$ cat config.mk
export PLATFORM = sky130hd
export DESIGN_NAME = lsu_top
export DESIGN_NICKNAME = d
export VERILOG_FILES = /design/src/hdl/lsu_pkg.sv /design/src/hdl/lsu_top.sv /design/src/hdl/lsu_resp_path.sv /design/src/hdl/lsu_txn_counter.sv /design/src/hdl/lsu_arbiter.sv /design/src/hdl/lsu_queue.sv
export VERILOG_INCLUDE_DIRS = /design/src /design/src/hdl
export SDC_FILE = /design/constraint.sdc
export NUM_CORES = 1
export LEC_CHECK = 0
export BUFFER_PORTS_ARGS = -buffer_cell sky130_fd_sc_hd__buf_4
export CORE_MARGIN = 4
export CORE_UTILIZATION = 65
export CTS_BUF_LIST = sky130_fd_sc_hd__clkbuf_8
export DETAILED_ROUTE_END_ITERATION = 12
export PLACE_DENSITY = 0.85
export SETUP_SLACK_MARGIN = 0.5
export SLEW_MARGIN = 20
export SYNTH_ARGS = -nofsm -noshare
export SYNTH_HDL_FRONTEND = slang
export SYNTH_HIERARCHICAL = 1
export SYNTH_SLANG_ARGS = --single-unit
$ cat constraint.sdc
create_clock -name clk -period 19.25 [get_ports clk]
set_clock_uncertainty 0.2 [all_clocks]
set_input_delay 1.925 -clock clk [delete_from_list [all_inputs] [get_ports clk]]
set_output_delay 1.925 -clock clk [all_outputs]
set_load 0.1 [all_outputs]
$ cat src/hdl/lsu_defs.svh
`ifndef LSU_DEFS_SVH
`define LSU_DEFS_SVH

// Width of a memory word address
`define LSU_ADDR_W 32
// Width of one data beat
`define LSU_DATA_W 64
// Width of a thread id
`define LSU_TH_W 3
// Number of 32-bit words in a beat, one enable bit each
`define LSU_WEN_W 2

// Queue depths as powers of two
`define LSU_RQ_DEPTH_LOG2 3
`define LSU_WQ_DEPTH_LOG2 2
`define LSU_RS_DEPTH_LOG2 3

// Most requests that may wait for an answer at once
`define LSU_MAX_INFLIGHT 8

`endif
$ cat src/hdl/lsu_pkg.sv
`include "lsu_defs.svh"

package lsu_pkg;

	typedef logic [`LSU_ADDR_W-1:0] addr_t;
	typedef logic [`LSU_DATA_W-1:0] data_t;
	typedef logic [`LSU_TH_W-1:0] thread_t;
	typedef logic [`LSU_WEN_W-1:0] wen_t;
	// Wide enough to hold zero up to the in-flight limit
	typedef logic [$clog2(`LSU_MAX_INFLIGHT+1)-1:0] inflight_t;

	typedef struct packed {
		thread_t th;
		addr_t addr;
	} rd_req_t;

	typedef struct packed {
		thread_t th;
		addr_t addr;
		wen_t wen;
		data_t data;
	} wr_req_t;

	// Reads carry zero enable and zero data
	typedef struct packed {
		logic wr;
		thread_t th;
		addr_t addr;
		wen_t wen;
		data_t data;
	} mem_req_t;

	typedef struct packed {
		logic wr;
		thread_t th;
		logic err;
		data_t data;
	} mem_rsp_t;

	typedef struct packed {
		thread_t th;
		data_t data;
	} rd_rsp_t;

	// One-hot arbiter states
	typedef enum logic [4:0] {
		ARB_IDLE = 5'b00001,
		ARB_READ = 5'b00010,
		ARB_WRITE = 5'b00100,
		ARB_READ_STALL = 5'b01000,
		ARB_WRITE_STALL = 5'b10000
	} arb_state_t;

endpackage

$ cat src/hdl/lsu_top.sv
`include "lsu_defs.svh"

module lsu_top import lsu_pkg::*;
(
	input logic clk,
	input logic nrst,
	input logic i_reinit,
	output logic o_busy,
	output logic o_err,
	input logic i_rd_valid,
	output logic o_rd_ready,
	input rd_req_t i_rd_req,
	input logic i_wr_valid,
	output logic o_wr_ready,
	input wr_req_t i_wr_req,
	output logic o_mreq_valid,
	input logic i_mreq_ready,
	output mem_req_t o_mreq,
	input logic i_mrsp_valid,
	output logic o_mrsp_ready,
	input mem_rsp_t i_mrsp,
	output logic o_rrs_valid,
	input logic i_rrs_ready,
	output rd_rsp_t o_rrs
);

	// Read request queue
	logic rd_push;
	logic rd_pop;
	logic rd_empty;
	logic rd_full;
	rd_req_t rd_head;

	// Write request queue
	logic wr_push;
	logic wr_pop;
	logic wr_empty;
	logic wr_full;
	wr_req_t wr_head;

	// Read response queue
	logic rs_push;
	logic rs_empty;
	logic rs_full;
	rd_rsp_t rs_data;

	logic disabled;
	logic inflight_full;
	logic inflight_idle;
	logic req_fire;
	logic rsp_fire;

	// A disabled unit swallows client requests without storing them
	assign o_rd_ready = disabled || !rd_full;
	assign o_wr_ready = disabled || !wr_full;
	assign rd_push = i_rd_valid && !rd_full && !disabled;
	assign wr_push = i_wr_valid && !wr_full && !disabled;

	assign req_fire = o_mreq_valid && i_mreq_ready;
	assign o_rrs_valid = !rs_empty;

	// The arbiter register and the response stage also hold work
	assign o_busy = !inflight_idle || !rd_empty || !wr_empty || !rs_empty ||
		o_mreq_valid || rs_push;

	lsu_queue #(.T(rd_req_t), .DEPTH_LOG2(`LSU_RQ_DEPTH_LOG2)) rd_queue (
		.clk(clk), .nrst(nrst), .i_flush(disabled),
		.i_push(rd_push), .i_data(i_rd_req), .i_pop(rd_pop),
		.o_data(rd_head), .o_empty(rd_empty), .o_full(rd_full)
	);

	lsu_queue #(.T(wr_req_t), .DEPTH_LOG2(`LSU_WQ_DEPTH_LOG2)) wr_queue (
		.clk(clk), .nrst(nrst), .i_flush(disabled),
		.i_push(wr_push), .i_data(i_wr_req), .i_pop(wr_pop),
		.o_data(wr_head), .o_empty(wr_empty), .o_full(wr_full)
	);

	// Responses already staged for the client are never flushed
	lsu_queue #(.T(rd_rsp_t), .DEPTH_LOG2(`LSU_RS_DEPTH_LOG2)) rs_queue (
		.clk(clk), .nrst(nrst), .i_flush(1'b0),
		.i_push(rs_push), .i_data(rs_data), .i_pop(o_rrs_valid && i_rrs_ready),
		.o_data(o_rrs), .o_empty(rs_empty), .o_full(rs_full)
	);

	lsu_arbiter arbiter_i (
		.clk(clk), .nrst(nrst), .i_hold(disabled),
		.i_rd_empty(rd_empty), .i_rd_req(rd_head), .o_rd_pop(rd_pop),
		.i_wr_empty(wr_empty), .i_wr_req(wr_head), .o_wr_pop(wr_pop),
		.i_inflight_full(inflight_full),
		.o_mreq_valid(o_mreq_valid), .i_mreq_ready(i_mreq_ready), .o_mreq(o_mreq)
	);

	lsu_txn_counter counter_i (
		.clk(clk), .nrst(nrst), .i_req_fire(req_fire), .i_rsp_fire(rsp_fire),
		.o_full(inflight_full), .o_idle(inflight_idle)
	);

	lsu_resp_path resp_i (
		.clk(clk), .nrst(nrst), .i_reinit(i_reinit),
		.i_mrsp_valid(i_mrsp_valid), .i_mrsp(i_mrsp), .o_mrsp_ready(o_mrsp_ready),
		.o_rsp_fire(rsp_fire), .i_rs_full(rs_full), .o_rs_push(rs_push),
		.o_rs_data(rs_data), .o_disabled(disabled), .o_err(o_err)
	);

endmodule

$ cat src/hdl/lsu_resp_path.sv
module lsu_resp_path import lsu_pkg::*;
(
	input logic clk,
	input logic nrst,
	input logic i_reinit,
	input logic i_mrsp_valid,
	input mem_rsp_t i_mrsp,
	output logic o_mrsp_ready,
	output logic o_rsp_fire,
	input logic i_rs_full,
	output logic o_rs_push,
	output rd_rsp_t o_rs_data,
	output logic o_disabled,
	output logic o_err
);

	logic disabled_q;
	logic err_q;

	// One read answer staged on its way into the response queue
	logic stage_valid;
	rd_rsp_t stage_data;

	// Answer accepted while enabled, split by kind
	logic rsp_bad;
	logic rsp_keep;

	// Back-pressure only when the stage is stuck behind a full queue
	assign o_mrsp_ready = disabled_q || !(stage_valid && i_rs_full);
	assign o_rsp_fire = i_mrsp_valid && o_mrsp_ready;

	assign rsp_bad = o_rsp_fire && !disabled_q && i_mrsp.err;
	// Write answers are consumed here and go no further
	assign rsp_keep = o_rsp_fire && !disabled_q && !i_mrsp.err && !i_mrsp.wr;

	assign o_rs_push = stage_valid && !i_rs_full && !disabled_q;
	assign o_rs_data = stage_data;

	always_ff @(posedge clk or negedge nrst)
	begin
		if (!nrst)
		begin
			disabled_q <= 1'b0;
			err_q <= 1'b0;
			stage_valid <= 1'b0;
		end
		else
		begin
			err_q <= rsp_bad;
			// An error outranks a reinit arriving on the same edge
			if (rsp_bad)
				disabled_q <= 1'b1;
			else if (i_reinit)
				disabled_q <= 1'b0;
			if (disabled_q)
				stage_valid <= 1'b0;
			else
				stage_valid <= rsp_keep || (stage_valid && !o_rs_push);
		end
	end

	always_ff @(posedge clk)
	begin
		if (rsp_keep)
		begin
			stage_data.th <= i_mrsp.th;
			stage_data.data <= i_mrsp.data;
		end
	end

	assign o_disabled = disabled_q;
	assign o_err = err_q;

endmodule

$ cat src/hdl/lsu_txn_counter.sv
`include "lsu_defs.svh"

module lsu_txn_counter import lsu_pkg::*;
(
	input logic clk,
	input logic nrst,
	input logic i_req_fire,
	input logic i_rsp_fire,
	output logic o_full,
	output logic o_idle
);

	// Requests on the channel that still wait for an answer
	inflight_t count;

	always_ff @(posedge clk or negedge nrst)
	begin
		if (!nrst)
			count <= '0;
		else
		begin
			// Issue and answer on the same edge leave the count as it is
			case ({i_req_fire, i_rsp_fire})
			2'b10: count <= count + 1'b1;
			2'b01: count <= count - 1'b1;
			default: count <= count;
			endcase
		end
	end

	// A request leaving now already takes a slot, so the arbiter
	// must not reload its register into the last one
	assign o_full = (int'(count) + int'(i_req_fire)) >= `LSU_MAX_INFLIGHT;
	assign o_idle = (count == '0);

	// Memory answers only what was issued before
	a_no_rsp_idle: assert property (@(posedge clk) disable iff (!nrst)
		i_rsp_fire |-> count != '0);

	// The arbiter never pushes past the in-flight limit
	a_no_req_full: assert property (@(posedge clk) disable iff (!nrst)
		i_req_fire |-> int'(count) < `LSU_MAX_INFLIGHT);

endmodule

$ cat src/hdl/lsu_arbiter.sv
module lsu_arbiter import lsu_pkg::*;
(
	input logic clk,
	input logic nrst,
	input logic i_hold,
	input logic i_rd_empty,
	input rd_req_t i_rd_req,
	output logic o_rd_pop,
	input logic i_wr_empty,
	input wr_req_t i_wr_req,
	output logic o_wr_pop,
	input logic i_inflight_full,
	output logic o_mreq_valid,
	input logic i_mreq_ready,
	output mem_req_t o_mreq
);

	arb_state_t state_q;
	arb_state_t state_d;

	// Output register and its valid flag
	logic valid_q;
	mem_req_t mreq_q;

	// Queue chosen for this cycle
	logic sel_rd;
	logic sel_wr;
	// Register can take a new entry on this edge
	logic can_load;

	mem_req_t rd_mreq;
	mem_req_t wr_mreq;

	// Reads leave enable and data at zero
	always_comb
	begin
		rd_mreq = '0;
		rd_mreq.wr = 1'b0;
		rd_mreq.th = i_rd_req.th;
		rd_mreq.addr = i_rd_req.addr;
		wr_mreq.wr = 1'b1;
		wr_mreq.th = i_wr_req.th;
		wr_mreq.addr = i_wr_req.addr;
		wr_mreq.wen = i_wr_req.wen;
		wr_mreq.data = i_wr_req.data;
	end

	// Stay with the last queue, idle and write states favour writes
	always_comb
	begin
		case (state_q)
		ARB_READ, ARB_READ_STALL:
		begin
			sel_rd = !i_rd_empty;
			sel_wr = i_rd_empty && !i_wr_empty;
		end
		default:
		begin
			sel_wr = !i_wr_empty;
			sel_rd = i_wr_empty && !i_rd_empty;
		end
		endcase
	end

	// Register is free or being taken, and there is room in flight
	assign can_load = (!valid_q || i_mreq_ready) && !i_inflight_full && !i_hold;
	assign o_wr_pop = sel_wr && can_load;
	assign o_rd_pop = sel_rd && can_load;

	always_comb
	begin
		if (i_hold)
			state_d = ARB_IDLE;
		else if (sel_wr)
			state_d = i_inflight_full ? ARB_WRITE_STALL : ARB_WRITE;
		else if (sel_rd)
			state_d = i_inflight_full ? ARB_READ_STALL : ARB_READ;
		else
			state_d = ARB_IDLE;
	end

	always_ff @(posedge clk or negedge nrst)
	begin
		if (!nrst)
		begin
			state_q <= ARB_IDLE;
			valid_q <= 1'b0;
		end
		else
		begin
			state_q <= state_d;
			// Disabled unit drops whatever sits in the register
			if (i_hold)
				valid_q <= 1'b0;
			else if (o_rd_pop || o_wr_pop)
				valid_q <= 1'b1;
			else if (i_mreq_ready)
				valid_q <= 1'b0;
		end
	end

	always_ff @(posedge clk)
	begin
		if (o_wr_pop)
			mreq_q <= wr_mreq;
		else if (o_rd_pop)
			mreq_q <= rd_mreq;
	end

	assign o_mreq_valid = valid_q;
	assign o_mreq = mreq_q;

	// A stalled request stays on the channel unchanged until taken
	a_mreq_stable: assert property (@(posedge clk) disable iff (!nrst || i_hold)
		o_mreq_valid && !i_mreq_ready |=> o_mreq_valid && $stable(o_mreq));

endmodule

$ cat src/hdl/lsu_queue.sv
module lsu_queue #(
	parameter type T = logic,
	parameter int DEPTH_LOG2 = 2
)
(
	input logic clk,
	input logic nrst,
	input logic i_flush,
	input logic i_push,
	input T i_data,
	input logic i_pop,
	output T o_data,
	output logic o_empty,
	output logic o_full
);

	localparam int DEPTH = 1 << DEPTH_LOG2;

	// Storage array, written only on push
	T mem [DEPTH];

	// The extra top bit flips on every wrap of the buffer
	logic [DEPTH_LOG2:0] wr_ptr;
	logic [DEPTH_LOG2:0] rd_ptr;

	// Equal pointers mean empty, same index on different laps means full
	assign o_empty = (wr_ptr == rd_ptr);
	assign o_full = (wr_ptr[DEPTH_LOG2-1:0] == rd_ptr[DEPTH_LOG2-1:0]) &&
		(wr_ptr[DEPTH_LOG2] != rd_ptr[DEPTH_LOG2]);

	// The head is read straight from the array
	assign o_data = mem[rd_ptr[DEPTH_LOG2-1:0]];

	always_ff @(posedge clk or negedge nrst)
	begin
		if (!nrst)
		begin
			wr_ptr <= '0;
			rd_ptr <= '0;
		end
		else if (i_flush)
		begin
			wr_ptr <= '0;
			rd_ptr <= '0;
		end
		else
		begin
			if (i_push)
				wr_ptr <= wr_ptr + 1'b1;
			if (i_pop)
				rd_ptr <= rd_ptr + 1'b1;
		end
	end

	always_ff @(posedge clk)
	begin
		if (i_push)
			mem[wr_ptr[DEPTH_LOG2-1:0]] <= i_data;
	end

	// The producer must watch the full flag
	a_no_push_full: assert property (@(posedge clk) disable iff (!nrst || i_flush)
		i_push |-> !o_full);

	// The consumer must watch the empty flag
	a_no_pop_empty: assert property (@(posedge clk) disable iff (!nrst || i_flush)
		i_pop |-> !o_empty);

endmodule

After elaboration in Yosys (flattened, before gate mapping)
Memories as Yosys holds them, arrays and structs flattened.
Cells that the tools add are included.
{"block": "word_totals", "ff_bits": 204, "mem_bits_rw": 1220, "memories": 3}
{"block": "op_classes", "addsub": 9, "n_lt_le_gt_ge": 1, "eq_ne": 13, "muxes": 30, "n_reduce_logical": 59}
{"memory": "rs_queue.mem", "words": 8, "word_bits": 67, "read_ports": 1, "rd_ports_with_merged_regs": 0, "wr": 1, "line": "lsu_queue.sv:20", "text": "T mem [DEPTH];"}
{"memory": "wr_queue.mem", "words": 4, "word_bits": 101, "read_ports": 1, "rd_ports_with_merged_regs": 0, "wr": 1, "line": "lsu_queue.sv:20"}
{"memory": "rd_queue.mem", "words": 8, "word_bits": 35, "read_ports": 1, "rd_ports_with_merged_regs": 0, "wr": 1, "line": "lsu_queue.sv:20"}
{"op": "2-to-1 mux 101 bit", "n": 2}
{"op": ">= comparator 32 x 5 -> 1 bit, second input constant", "n": 1}
{"op": "logical AND 1 bit", "n": 24}
{"op": "adder 4 x 1 -> 4 bit, second input constant", "n": 5}
{"op": "2-to-1 mux 4 bit", "n": 5}
{"op": "2-to-1 mux 5 bit", "n": 4}
{"op": "logical NOT 1 bit", "n": 14}
{"op": "2-to-1 mux 1 bit", "n": 14}
{"op": "nonzero test 2 bit", "n": 7}
{"op": "2-to-1 mux 3 bit", "n": 4}
{"op": "logical OR 1 bit", "n": 11}
{"op": "equality test 3 bit", "n": 3}
{"op": "equality test 4 bit", "n": 2}
{"op": "case mux 4 bit (2 select lines)", "n": 1}
{"op": "adder 3 x 1 -> 3 bit, second input constant", "n": 2}
{"op": "adder 4 x 1 -> 5 bit", "n": 1}
{"op": "equality test 5 x 2 -> 1 bit, second input constant", "n": 1}
{"op": "equality test 5 x 4 -> 1 bit, second input constant", "n": 1}
{"op": "logical NOT 4 bit", "n": 1}
{"op": "subtractor 4 x 1 -> 4 bit, second input constant", "n": 1}
{"op": "!= test 1 bit", "n": 3}
{"op": "nonzero test 3 bit", "n": 1}
{"op": "equality test 2 x 1 -> 1 bit, second input constant", "n": 1}
{"op": "equality test 2 bit", "n": 1}
{"op": "other kinds (2)", "n": 2}

Longest topological paths before layout
Gate-level depths: netlist (run 1).
{"block": "depth", "ltp_word": 11, "ltp_mapped": 14}

Hierarchy
Netlist (run 1), hierarchy kept.
{"mod": "lsu_queue at rs_queue", "instances": 1, "cells_per_inst": 828, "area_each_um2": 20576.0, "seq_area_each_um2": 16295.6}
{"mod": "lsu_queue at wr_queue", "instances": 1, "cells_per_inst": 565, "area_each_um2": 15036.9, "seq_area_each_um2": 12281.8}
{"mod": "lsu_queue at rd_queue", "instances": 1, "cells_per_inst": 458, "area_each_um2": 11188.2, "seq_area_each_um2": 8608.3}
{"mod": "lsu_arbiter", "instances": 1, "cells_per_inst": 240, "area_each_um2": 4240.3, "seq_area_each_um2": 3204.3}
{"mod": "lsu_resp_path", "instances": 1, "cells_per_inst": 82, "area_each_um2": 2163.3, "seq_area_each_um2": 2087.0}
{"mod": "lsu_txn_counter", "instances": 1, "cells_per_inst": 30, "area_each_um2": 314.1, "seq_area_each_um2": 100.1}
{"mod": "lsu_top", "instances": 1, "cells_per_inst": 10, "area_each_um2": 62.6, "seq_area_each_um2": 0.0}

Least setup slack after synthesis (run 1)
No wires, ideal clock.
{"block": "synth_timing", "path_type": "input to register", "start": "input port i_mrsp[64] in the netlist's numbering", "end": "register resp_i.stage_data (netlist bit resp_i/o_rs_data[0]), enable pin", "arrival_time_ps": 8491, "setup_slack_ps": 9894, "cell_stages": 1, "path_buffers": 0, "cell_sequence": "nor4_1"}
{"block": "synth_between", "elab_chain_len": 3}
{"item": "start, declared", "line": "lsu_top.sv:21", "text": "input mem_rsp_t i_mrsp,"}
{"item": "logical NOT 1 bit", "line": "lsu_resp_path.sv:34", "text": "assign rsp_keep = o_rsp_fire && !disabled_q && !i_mrsp.err && !i_mrsp.wr;"}
{"item": "logical AND 1 bit (2 in series)", "line": "lsu_resp_path.sv:34"}
{"item": "end, declared", "line": "lsu_resp_path.sv:22", "text": "rd_rsp_t stage_data;"}
Every way passes these cells.
A chain may end at the register's enable or synchronous reset.

Final worst setup path (run 1)
{"block": "layout_timing", "start": "register rd_queue.rd_ptr[1]", "end": "output port o_busy"}
{"block": "layout_between", "elab_chain_len": 7}
{"item": "start, declared", "line": "lsu_queue.sv:24", "text": "logic [DEPTH_LOG2:0] rd_ptr;"}
{"item": "start signal, assigned", "line": "lsu_queue.sv:51", "text": "rd_ptr <= rd_ptr + 1'b1;"}
{"item": "equality test 4 bit", "line": "lsu_queue.sv:27", "text": "assign o_empty = (wr_ptr == rd_ptr);"}
{"item": "net rd_empty", "line": "lsu_top.sv:30", "text": "logic rd_empty;"}
{"item": "logical NOT 1 bit", "line": "lsu_top.sv:63", "text": "assign o_busy = !inflight_idle || !rd_empty || !wr_empty || !rs_empty ||"}
{"item": "logical OR 1 bit (4 in series)", "line": "lsu_top.sv:63"}
{"item": "logical OR 1 bit", "line": "lsu_top.sv:64", "text": "o_mreq_valid || rs_push;"}
{"item": "end, declared", "line": "lsu_top.sv:8", "text": "output logic o_busy,"}
The timed path passes the listed nets, and every way through them passes these cells.

==> results of run 1 <==
## worst min path at each step
| stage | endpoint | startpoint | cells after the start | slack [ns] |
|---|---|---|---|---|
| after global routing | arbiter_i/o_mreq[101]$_SDFFE_PN1P_ | arbiter_i/o_mreq[101]$_SDFFE_PN1P_ | 2 | 0.35 |
| after detailed placement | arbiter_i/o_mreq[101]$_SDFFE_PN1P_ | arbiter_i/o_mreq[101]$_SDFFE_PN1P_ | 2 | 0.28 |
| after global placement | arbiter_i/o_mreq[101]$_SDFFE_PN1P_ | arbiter_i/o_mreq[101]$_SDFFE_PN1P_ | 2 | 0.28 |
| after CTS | arbiter_i/o_mreq[101]$_SDFFE_PN1P_ | arbiter_i/o_mreq[101]$_SDFFE_PN1P_ | 2 | 0.30 |
| after floorplan | counter_i/count[3]$_DFFE_PN0P_ | counter_i/count[3]$_DFFE_PN0P_ | 1 | 0.26 |
| final | arbiter_i/o_mreq[101]$_SDFFE_PN1P_ | arbiter_i/o_mreq[101]$_SDFFE_PN1P_ | 2 | 0.29 |
## power by group through the flow
stage / combinational [µW] / sequential (µW) / clock (µW)
3_5_place_dp: 2110 / 3990 / 0
4_1_cts: 2120 / 3930 / 2330
6_report: 2100 / 3930 / 2280
3_3_place_gp: 2070 / 3970 / 0
2_1_floorplan: 814 / 4770 / 0
5_1_grt: 2180 / 3950 / 2490
## cells in the mapped netlist, types with 2 or more instances
library cell	instances	area (µm²)
edfxtp_1	1388	41700
mux4_2	250	5630
mux2_2	128	1440
and2_1	72	450
mux4_1	55	1450
nor2_1	37	139
dfrtp_1	34	851
clkbuf_1	26	97.6
buf_6	22	248
buf_1	20	75.1
xnor2_1	17	149
buf_2	16	80.1
ha_1	14	175
xor2_1	12	105
a21oi_1	11	55.1
mux2_4	10	150
nand2_1	9	33.8
nand2b_1	9	56.3
buf_12	8	160
buf_4	7	52.6
inv_1	7	26.3
nor3_1	7	35.0
mux2i_1	6	60.1
nor3b_1	5	37.5
or3_1	5	31.3
nor2b_1	4	25.0
a21bo_2	3	30.0
nand3_1	3	15.0
nand3b_1	3	22.5
nor4_1	3	18.8
o21ai_0	3	15.0
and2b_2	2	17.5
nand4_1	2	12.5
## sequential cells by signal (all words and copies together) (netlist names)
| register | count |
|---|---|
| rs_queue/mem | 536 |
| wr_queue/mem | 404 |
| rd_queue/mem | 280 |
| arbiter_i/o_mreq | 102 |
| resp_i/o_rs_data | 67 |
| arbiter_i/state_q | 5 |
| counter_i/count | 4 |
| rd_queue/rd_ptr | 4 |
| rd_queue/wr_ptr | 4 |
| rs_queue/rd_ptr | 4 |
| rs_queue/wr_ptr | 4 |
| wr_queue/rd_ptr | 3 |
| wr_queue/wr_ptr | 3 |
| arbiter_i/o_mreq_valid | 1 |
| resp_i/o_disabled | 1 |
| resp_i/o_err | 1 |
| resp_i/stage_valid | 1 |
## kinds of logic after synthesis
kind of cell,Yosys count,share of synthesized area [%]
adders and majority gates,14,0.327
muxes,449,16.3
DFF,1424,79.5
AOI/OAI and AO/OA,21,0.255
xor gates and xnor gates,29,0.474
and+or+nand+nor,169,1.81
buffers and inverters,106,1.38
other,1,0.00700
## layout make-up
| cell class | count | area share, % |
|---|---|---|
| Sequential cell | 1424 | 69.1 |
| Multi-Input combinational cell | 683 | 16.9 |
| Timing Repair Buffer | 431 | 5.26 |
| Clock buffer | 217 | 4.85 |
| Tap cell | 1070 | 2.17 |
| Clock inverter | 171 | 1.61 |
| Inverter | 7 | 0.0426 |
| Antenna cell | 7 | 0.0284 |
## per-stage QoR
step	hold slack [ns]	instances	utilization, %	area (µm²)	worst slack (ns)
finish	0.292	4010	75.3	61600	13.27
global route	0.347	4006	75.3	61600	13.00
floorplan	0.264	2213	-	53600	9.89
detailed placement	0.279	3615	70.4	57600	13.41
CTS	0.302	4003	75.2	61600	13.07
global placement	0.285	3615	70.4	57600	13.38
## layer usage
layer  global-route usage (%)  vias up  share of wire [%]  wire, µm
met1                     33.2    12739                 36     39900
met4                     7.64        4                2.3      2490
met2                     43.6     1167                 52     57500
met5                        0        -              0.024        26
met3                     7.80      184                9.5     10500
li1                         -    10446                  -         -
## worst reg2reg max path, delay by kind of cell, from the launching register on
kind | cells | cell delay [ns]
and+or+nand+nor | 5 | 2.17
DFF | 1 | 1.12
buffers and inverters | 1 | 0.81
xor gates and xnor gates | 1 | 0.16
==> impl_metrics.ini, run 1 <==
[critical_path]
crit_top_cell = buf_4
r2r_cells = 7
critPathSlowestCell = buf_4
worstPathMaxFanout = 74
cp-startpoint = rd_queue/rd_ptr[1]$_DFFE_PN0P_
criticalPathCategory = reg -> out
crit_cells = 7
worstPathCellList = buf_4 > xnor2_1 > nand3_1 > nor2b_1 > nand4b_1 > or3_1 > buf_4
crit_path_end_kind = output port
crit_end = o_busy
r2r-start = rs_queue/rd_ptr[1]$_DFFE_PN0P_
arrival_ns = 3.85
r2r-end = rs_queue/mem[4][51]$_DFFE_PP_
worst_path_dominant_cell_family = simple AND/OR/NAND/NOR gates
start_kind = flip-flop
critPathMaxStageDelay_ns = 0.74
critical_path_buf_inv_count = 2
worst-r2r-setup-slack_ns = 14.34
crit_required_ns = 17.12

[grt]
grt_max_degree = 75
grt_first_pass_wirelength_um = 164000
grt.total_usage_pct = 25.8
gr-total-overflow = 0
antenna_found_initial = 10
grt_pass1_vias = 26097

[timing]
finalSetupViolCount = 0
fmax_mhz = 167
rsz0062_at_grt = false
hold_viol = 0
setup_tns_ns = 0
worst_pin_slew_ns = 1.06
drv_slew = 0
fin_crit_sh_pct = 31.0
layout_min_cycle_time_ns = 5.98
slew_headroom_pct = 29.2

[route]
drc = 0
via_per_inst = 6.12
wirelength_um = 110000
wl_per_cell_um = 27.5
drt_pass1_iterations = 5
drt_iter0_drc = 2065
routed-via-count = 24540
ant_nets = 0

[synthesis]
ys_ff_latch = 1424
ys_warn_count = 6
async_flop_share_pct = 2.46
synth-edff-count = 1388
syn_area_um2 = 53600
synth_ff_type = edfxtp_1
synth_cell_types = 48
synth_fp_nets = 2440
seq_area_frac_synth_pct = 79.5
synth_cells = 2213
postSynthAreaPerCell_um2 = 24.2

[cells_and_area]
multiInputGateArea_um2 = 10400
area_delta_synth_final_pct = 15.0
final_cell_mix = edfxtp_1 (1388), buf_4 (429), mux4_2 (250), clkbuf_8 (217), mux2_2 (128)
layout_commonest_cell = edfxtp_1
n_fill_cell = 4028
final-seq-area_um2 = 42600
final_layout_size_suffix_gt1_share_pct = 38.1
num-nets-final = 2985

[clocking]
clockRootBuffer = clkbuf_8
clk_latency_ns = 0.85
htree_levels = 4
cts_buffers = 211
post_cts_resized = 0
path_clk_slew_ns = 0.06
cts_setup_buffers = 0
cts.sinks = 1424
cts_tree = yes
cts-hold-fix-buffers = 0
clk_path_buf_depth = 3

[hold_path]
min_path_type = reg -> reg

[power_and_ir_drop]
pwr-share-seq_pct = 47.3
p_leak_uw = 0.0204
total_power_uw = 8310
clockPowerShare_pct = 27.5
power_frac_comb_pct = 25.2
p_switching_uw = 2770
netSwitchingFraction_pct = 33.3
powerDensity_nw_per_um2 = 135
ir_drop_mv = 0.180
intPower_uw = 5550

[placed_design]
dp_hpwl_um = 63400
io_buffers = 388
place.gp.congestion = 0.776

[die]
die_y_um = 295
die-area_um2 = 87100
fp.dieW_um = 295
core_area_um2 = 81800
rows = 105
io_pins = 389
initial_core_util_pct = 65.5

[job]
cap_violations = 0

[run_status]
status = completed
Power figures use the tool's default switching activity.
==> run 2: changes to the inputs <==
--- a/config.mk
+++ b/config.mk
@@ -8,10 +8,10 @@
 export LEC_CHECK = 0
 export BUFFER_PORTS_ARGS = -buffer_cell sky130_fd_sc_hd__buf_4
 export CORE_MARGIN = 4
-export CORE_UTILIZATION = 65
+export CORE_UTILIZATION = 62
 export CTS_BUF_LIST = sky130_fd_sc_hd__clkbuf_8
 export DETAILED_ROUTE_END_ITERATION = 12
-export PLACE_DENSITY = 0.85
+export PLACE_DENSITY = 0.82
 export SETUP_SLACK_MARGIN = 0.5
 export SLEW_MARGIN = 20
 export SYNTH_ARGS = -nofsm -noshare
==> constraint.sdc (replaced) <==
create_clock -name clk -period 6 [get_ports clk]
set_clock_uncertainty 0.2 [all_clocks]
set_input_delay 0.6 -clock clk [delete_from_list [all_inputs] [get_ports clk]]
set_output_delay 0.6 -clock clk [all_outputs]
set_load 0.1 [all_outputs]
==> run 2 against run 1 <==
Clock-buffer cell count increased by 7. Worst setup slack got worse by 12 ns. Clock power increased to 3.3 times the previous value. Register-to-register slack got worse by 13 ns. Non-clock buffer count increased by 217. Routed wire length increased by 5.3%. Global-route usage increased by 0.23 points. Critical path depth decreased by 2. Sequential power increased to 3.2 times the previous value. Largest power group unchanged. Highest routed layer unchanged.
==> impl_metrics.ini, run 2 (same netlist as run 1, synthesis figures left out) <==
[timing]
fmax_mhz = 205
layout_min_cycle_time_ns = 4.89
slew_headroom_pct = 21.5
worst_pin_slew_ns = 1.18
finalSetupViolCount = 0
fin_ws_ns = 1.11
setup_tns_ns = 0
rsz0062_at_grt = false
drv_slew = 0
fin_crit_sh_pct = 81.5
hold_viol = 0

[critical_path]
crit_required_ns = 5.20
criticalPathCategory = reg -> out
start_kind = flip-flop
worstPathMaxFanout = 57
arrival_ns = 4.09
crit_path_end_kind = output port

[cells_and_area]
largest_reg_flops = 536
num-nets-final = 3203
final_layout_size_suffix_gt1_share_pct = 35.8
multiInputGateArea_um2 = 10400
post-route-util_pct = 75.0
final-seq-area_um2 = 42600
final_cell_mix = edfxtp_1 (1388), buf_4 (429), mux4_2 (250), clkbuf_8 (224), dlygate4sd3_1 (213)
n_fill_cell = 4276
layout_commonest_cell = edfxtp_1
area_delta_synth_final_pct = 19.6

[power_and_ir_drop]
ir_drop_mv = 0.695
powerDensity_nw_per_um2 = 424
p_leak_uw = 0.0214
intPower_uw = 18100
clockPowerShare_pct = 27.9
p_switching_uw = 9070
pwr-share-seq_pct = 46.4
power_frac_comb_pct = 25.6
netSwitchingFraction_pct = 33.4
total_power_uw = 27200

[run_status]
status = completed

[job]
cap_violations = 0

[placed_design]
io_buffers = 388
place.gp.congestion = 0.775
place_ws_ns = 1.58
dp_hpwl_um = 64100

[die]
io_pins = 389
initial_core_util_pct = 62.7
fp.dieW_um = 302
rows = 107
die_y_um = 302
die-area_um2 = 91200
core_area_um2 = 85400

[route]
ant_nets = 0
via_per_inst = 5.93
drc = 0
routed-via-count = 25533
wirelength_um = 116000
drt_pass1_iterations = 5
wl_per_cell_um = 27.0
drt_iter0_drc = 2093

[grt]
antenna_found_initial = 12
gr-total-overflow = 0
grt_pass1_vias = 27425
grt_max_degree = 74
grt.total_usage_pct = 26.0
grt_first_pass_wirelength_um = 174000

[clocking]
post_cts_resized = 0
cts_tree = yes
htree_levels = 4
cts.sinks = 1424
clockRootBuffer = clkbuf_8
path_clk_slew_ns = 0.06
cts-hold-fix-buffers = 213
cts_setup_buffers = 0
cts_buffers = 212
clk_path_buf_depth = 3
clk_latency_ns = 0.87

[hold_path]
min_path_type = in -> reg
run 2: cell count changes in the layout (fill, tap and decap cells not counted), moves of 3 or more:
cell / previous run / this run
buf_12: 0 / 4
diode_2: 7 / 10
dlygate4sd3_1: 0 / 213
clkinv_1: 58 / 55
clkbuf_8: 217 / 224
run 2: final cells by class:
cell class,count,share of cell area [%]
inverters,7,0.0410
diodes,10,0.0390
repair buffers,648,8.54
clock buffers,224,4.81
flip-flops and latches,1424,66.5
clock inverters,169,1.62
multi-input cells,683,16.3
well taps,1144,2.23
run 2: worst max-delay path, cell delays in order (launching register included):
cell and delay (ns):
dfrtp_4 0.80, buf_4 0.61, buf_4 0.77, mux4_2 0.45, mux2_2 0.31, buf_4 0.24
run 2: through the flow:
| stage | hold WS, ns | instances | instance area (µm²) |
|---|---|---|---|
| 2_1_floorplan | 0.104 | 2213 | 53600 |
| 3_3_place_gp | 0.285 | 3692 | 57800 |
| 3_5_place_dp | 0.302 | 3692 | 57800 |
| 4_1_cts | 0.0168 | 4298 | 64000 |
| 5_1_grt | 0.0876 | 4306 | 64100 |
| 6_report | 0.128 | 4309 | 64100 |
run 2: power by group through the flow:
stage	combinational (µW)	sequential, µW	clock [µW]
2_1_floorplan	2630	15300	0
3_3_place_gp	6750	12700	0
3_5_place_dp	6850	12800	0
4_1_cts	6980	12600	7680
5_1_grt	7240	12700	8270
6_report	6960	12600	7590
run 2: metal layers:
metal	share of wire [%]	track usage, %	up-vias
li1	-	-	10878
met3	8.2	6.48	198
met1	36	33.5	13298
met5	0.024	0	-
met2	53	44.8	1153
met4	2.5	7.69	6
run 2: final timing paths:
| path | startpoint | to | slack [ns] | cells after the start |
|---|---|---|---|---|
| setup / recovery | rs_queue/rd_ptr[1]$_DFFE_PN0P_ | o_rrs[33] | 1.11 | 5 |
| hold / removal | i_rrs_ready | rs_queue/rd_ptr[1]$_DFFE_PN0P_ | 0.13 | 4 |
| setup reg to reg | rs_queue/rd_ptr[0]$_DFFE_PN0P_ | rs_queue/mem[3][7]$_DFFE_PP_ | 1.64 | 7 |
| hold reg to reg | counter_i/count[3]$_DFFE_PN0P_ | counter_i/count[3]$_DFFE_PN0P_ | 0.31 | 1 |
| max in group asynchronous | nrst | rs_queue/rd_ptr[2]$_DFFE_PN0P_ | 3.67 | 4 |
| min in group asynchronous | nrst | rs_queue/wr_ptr[1]$_DFFE_PN0P_ | 0.68 | 3 |
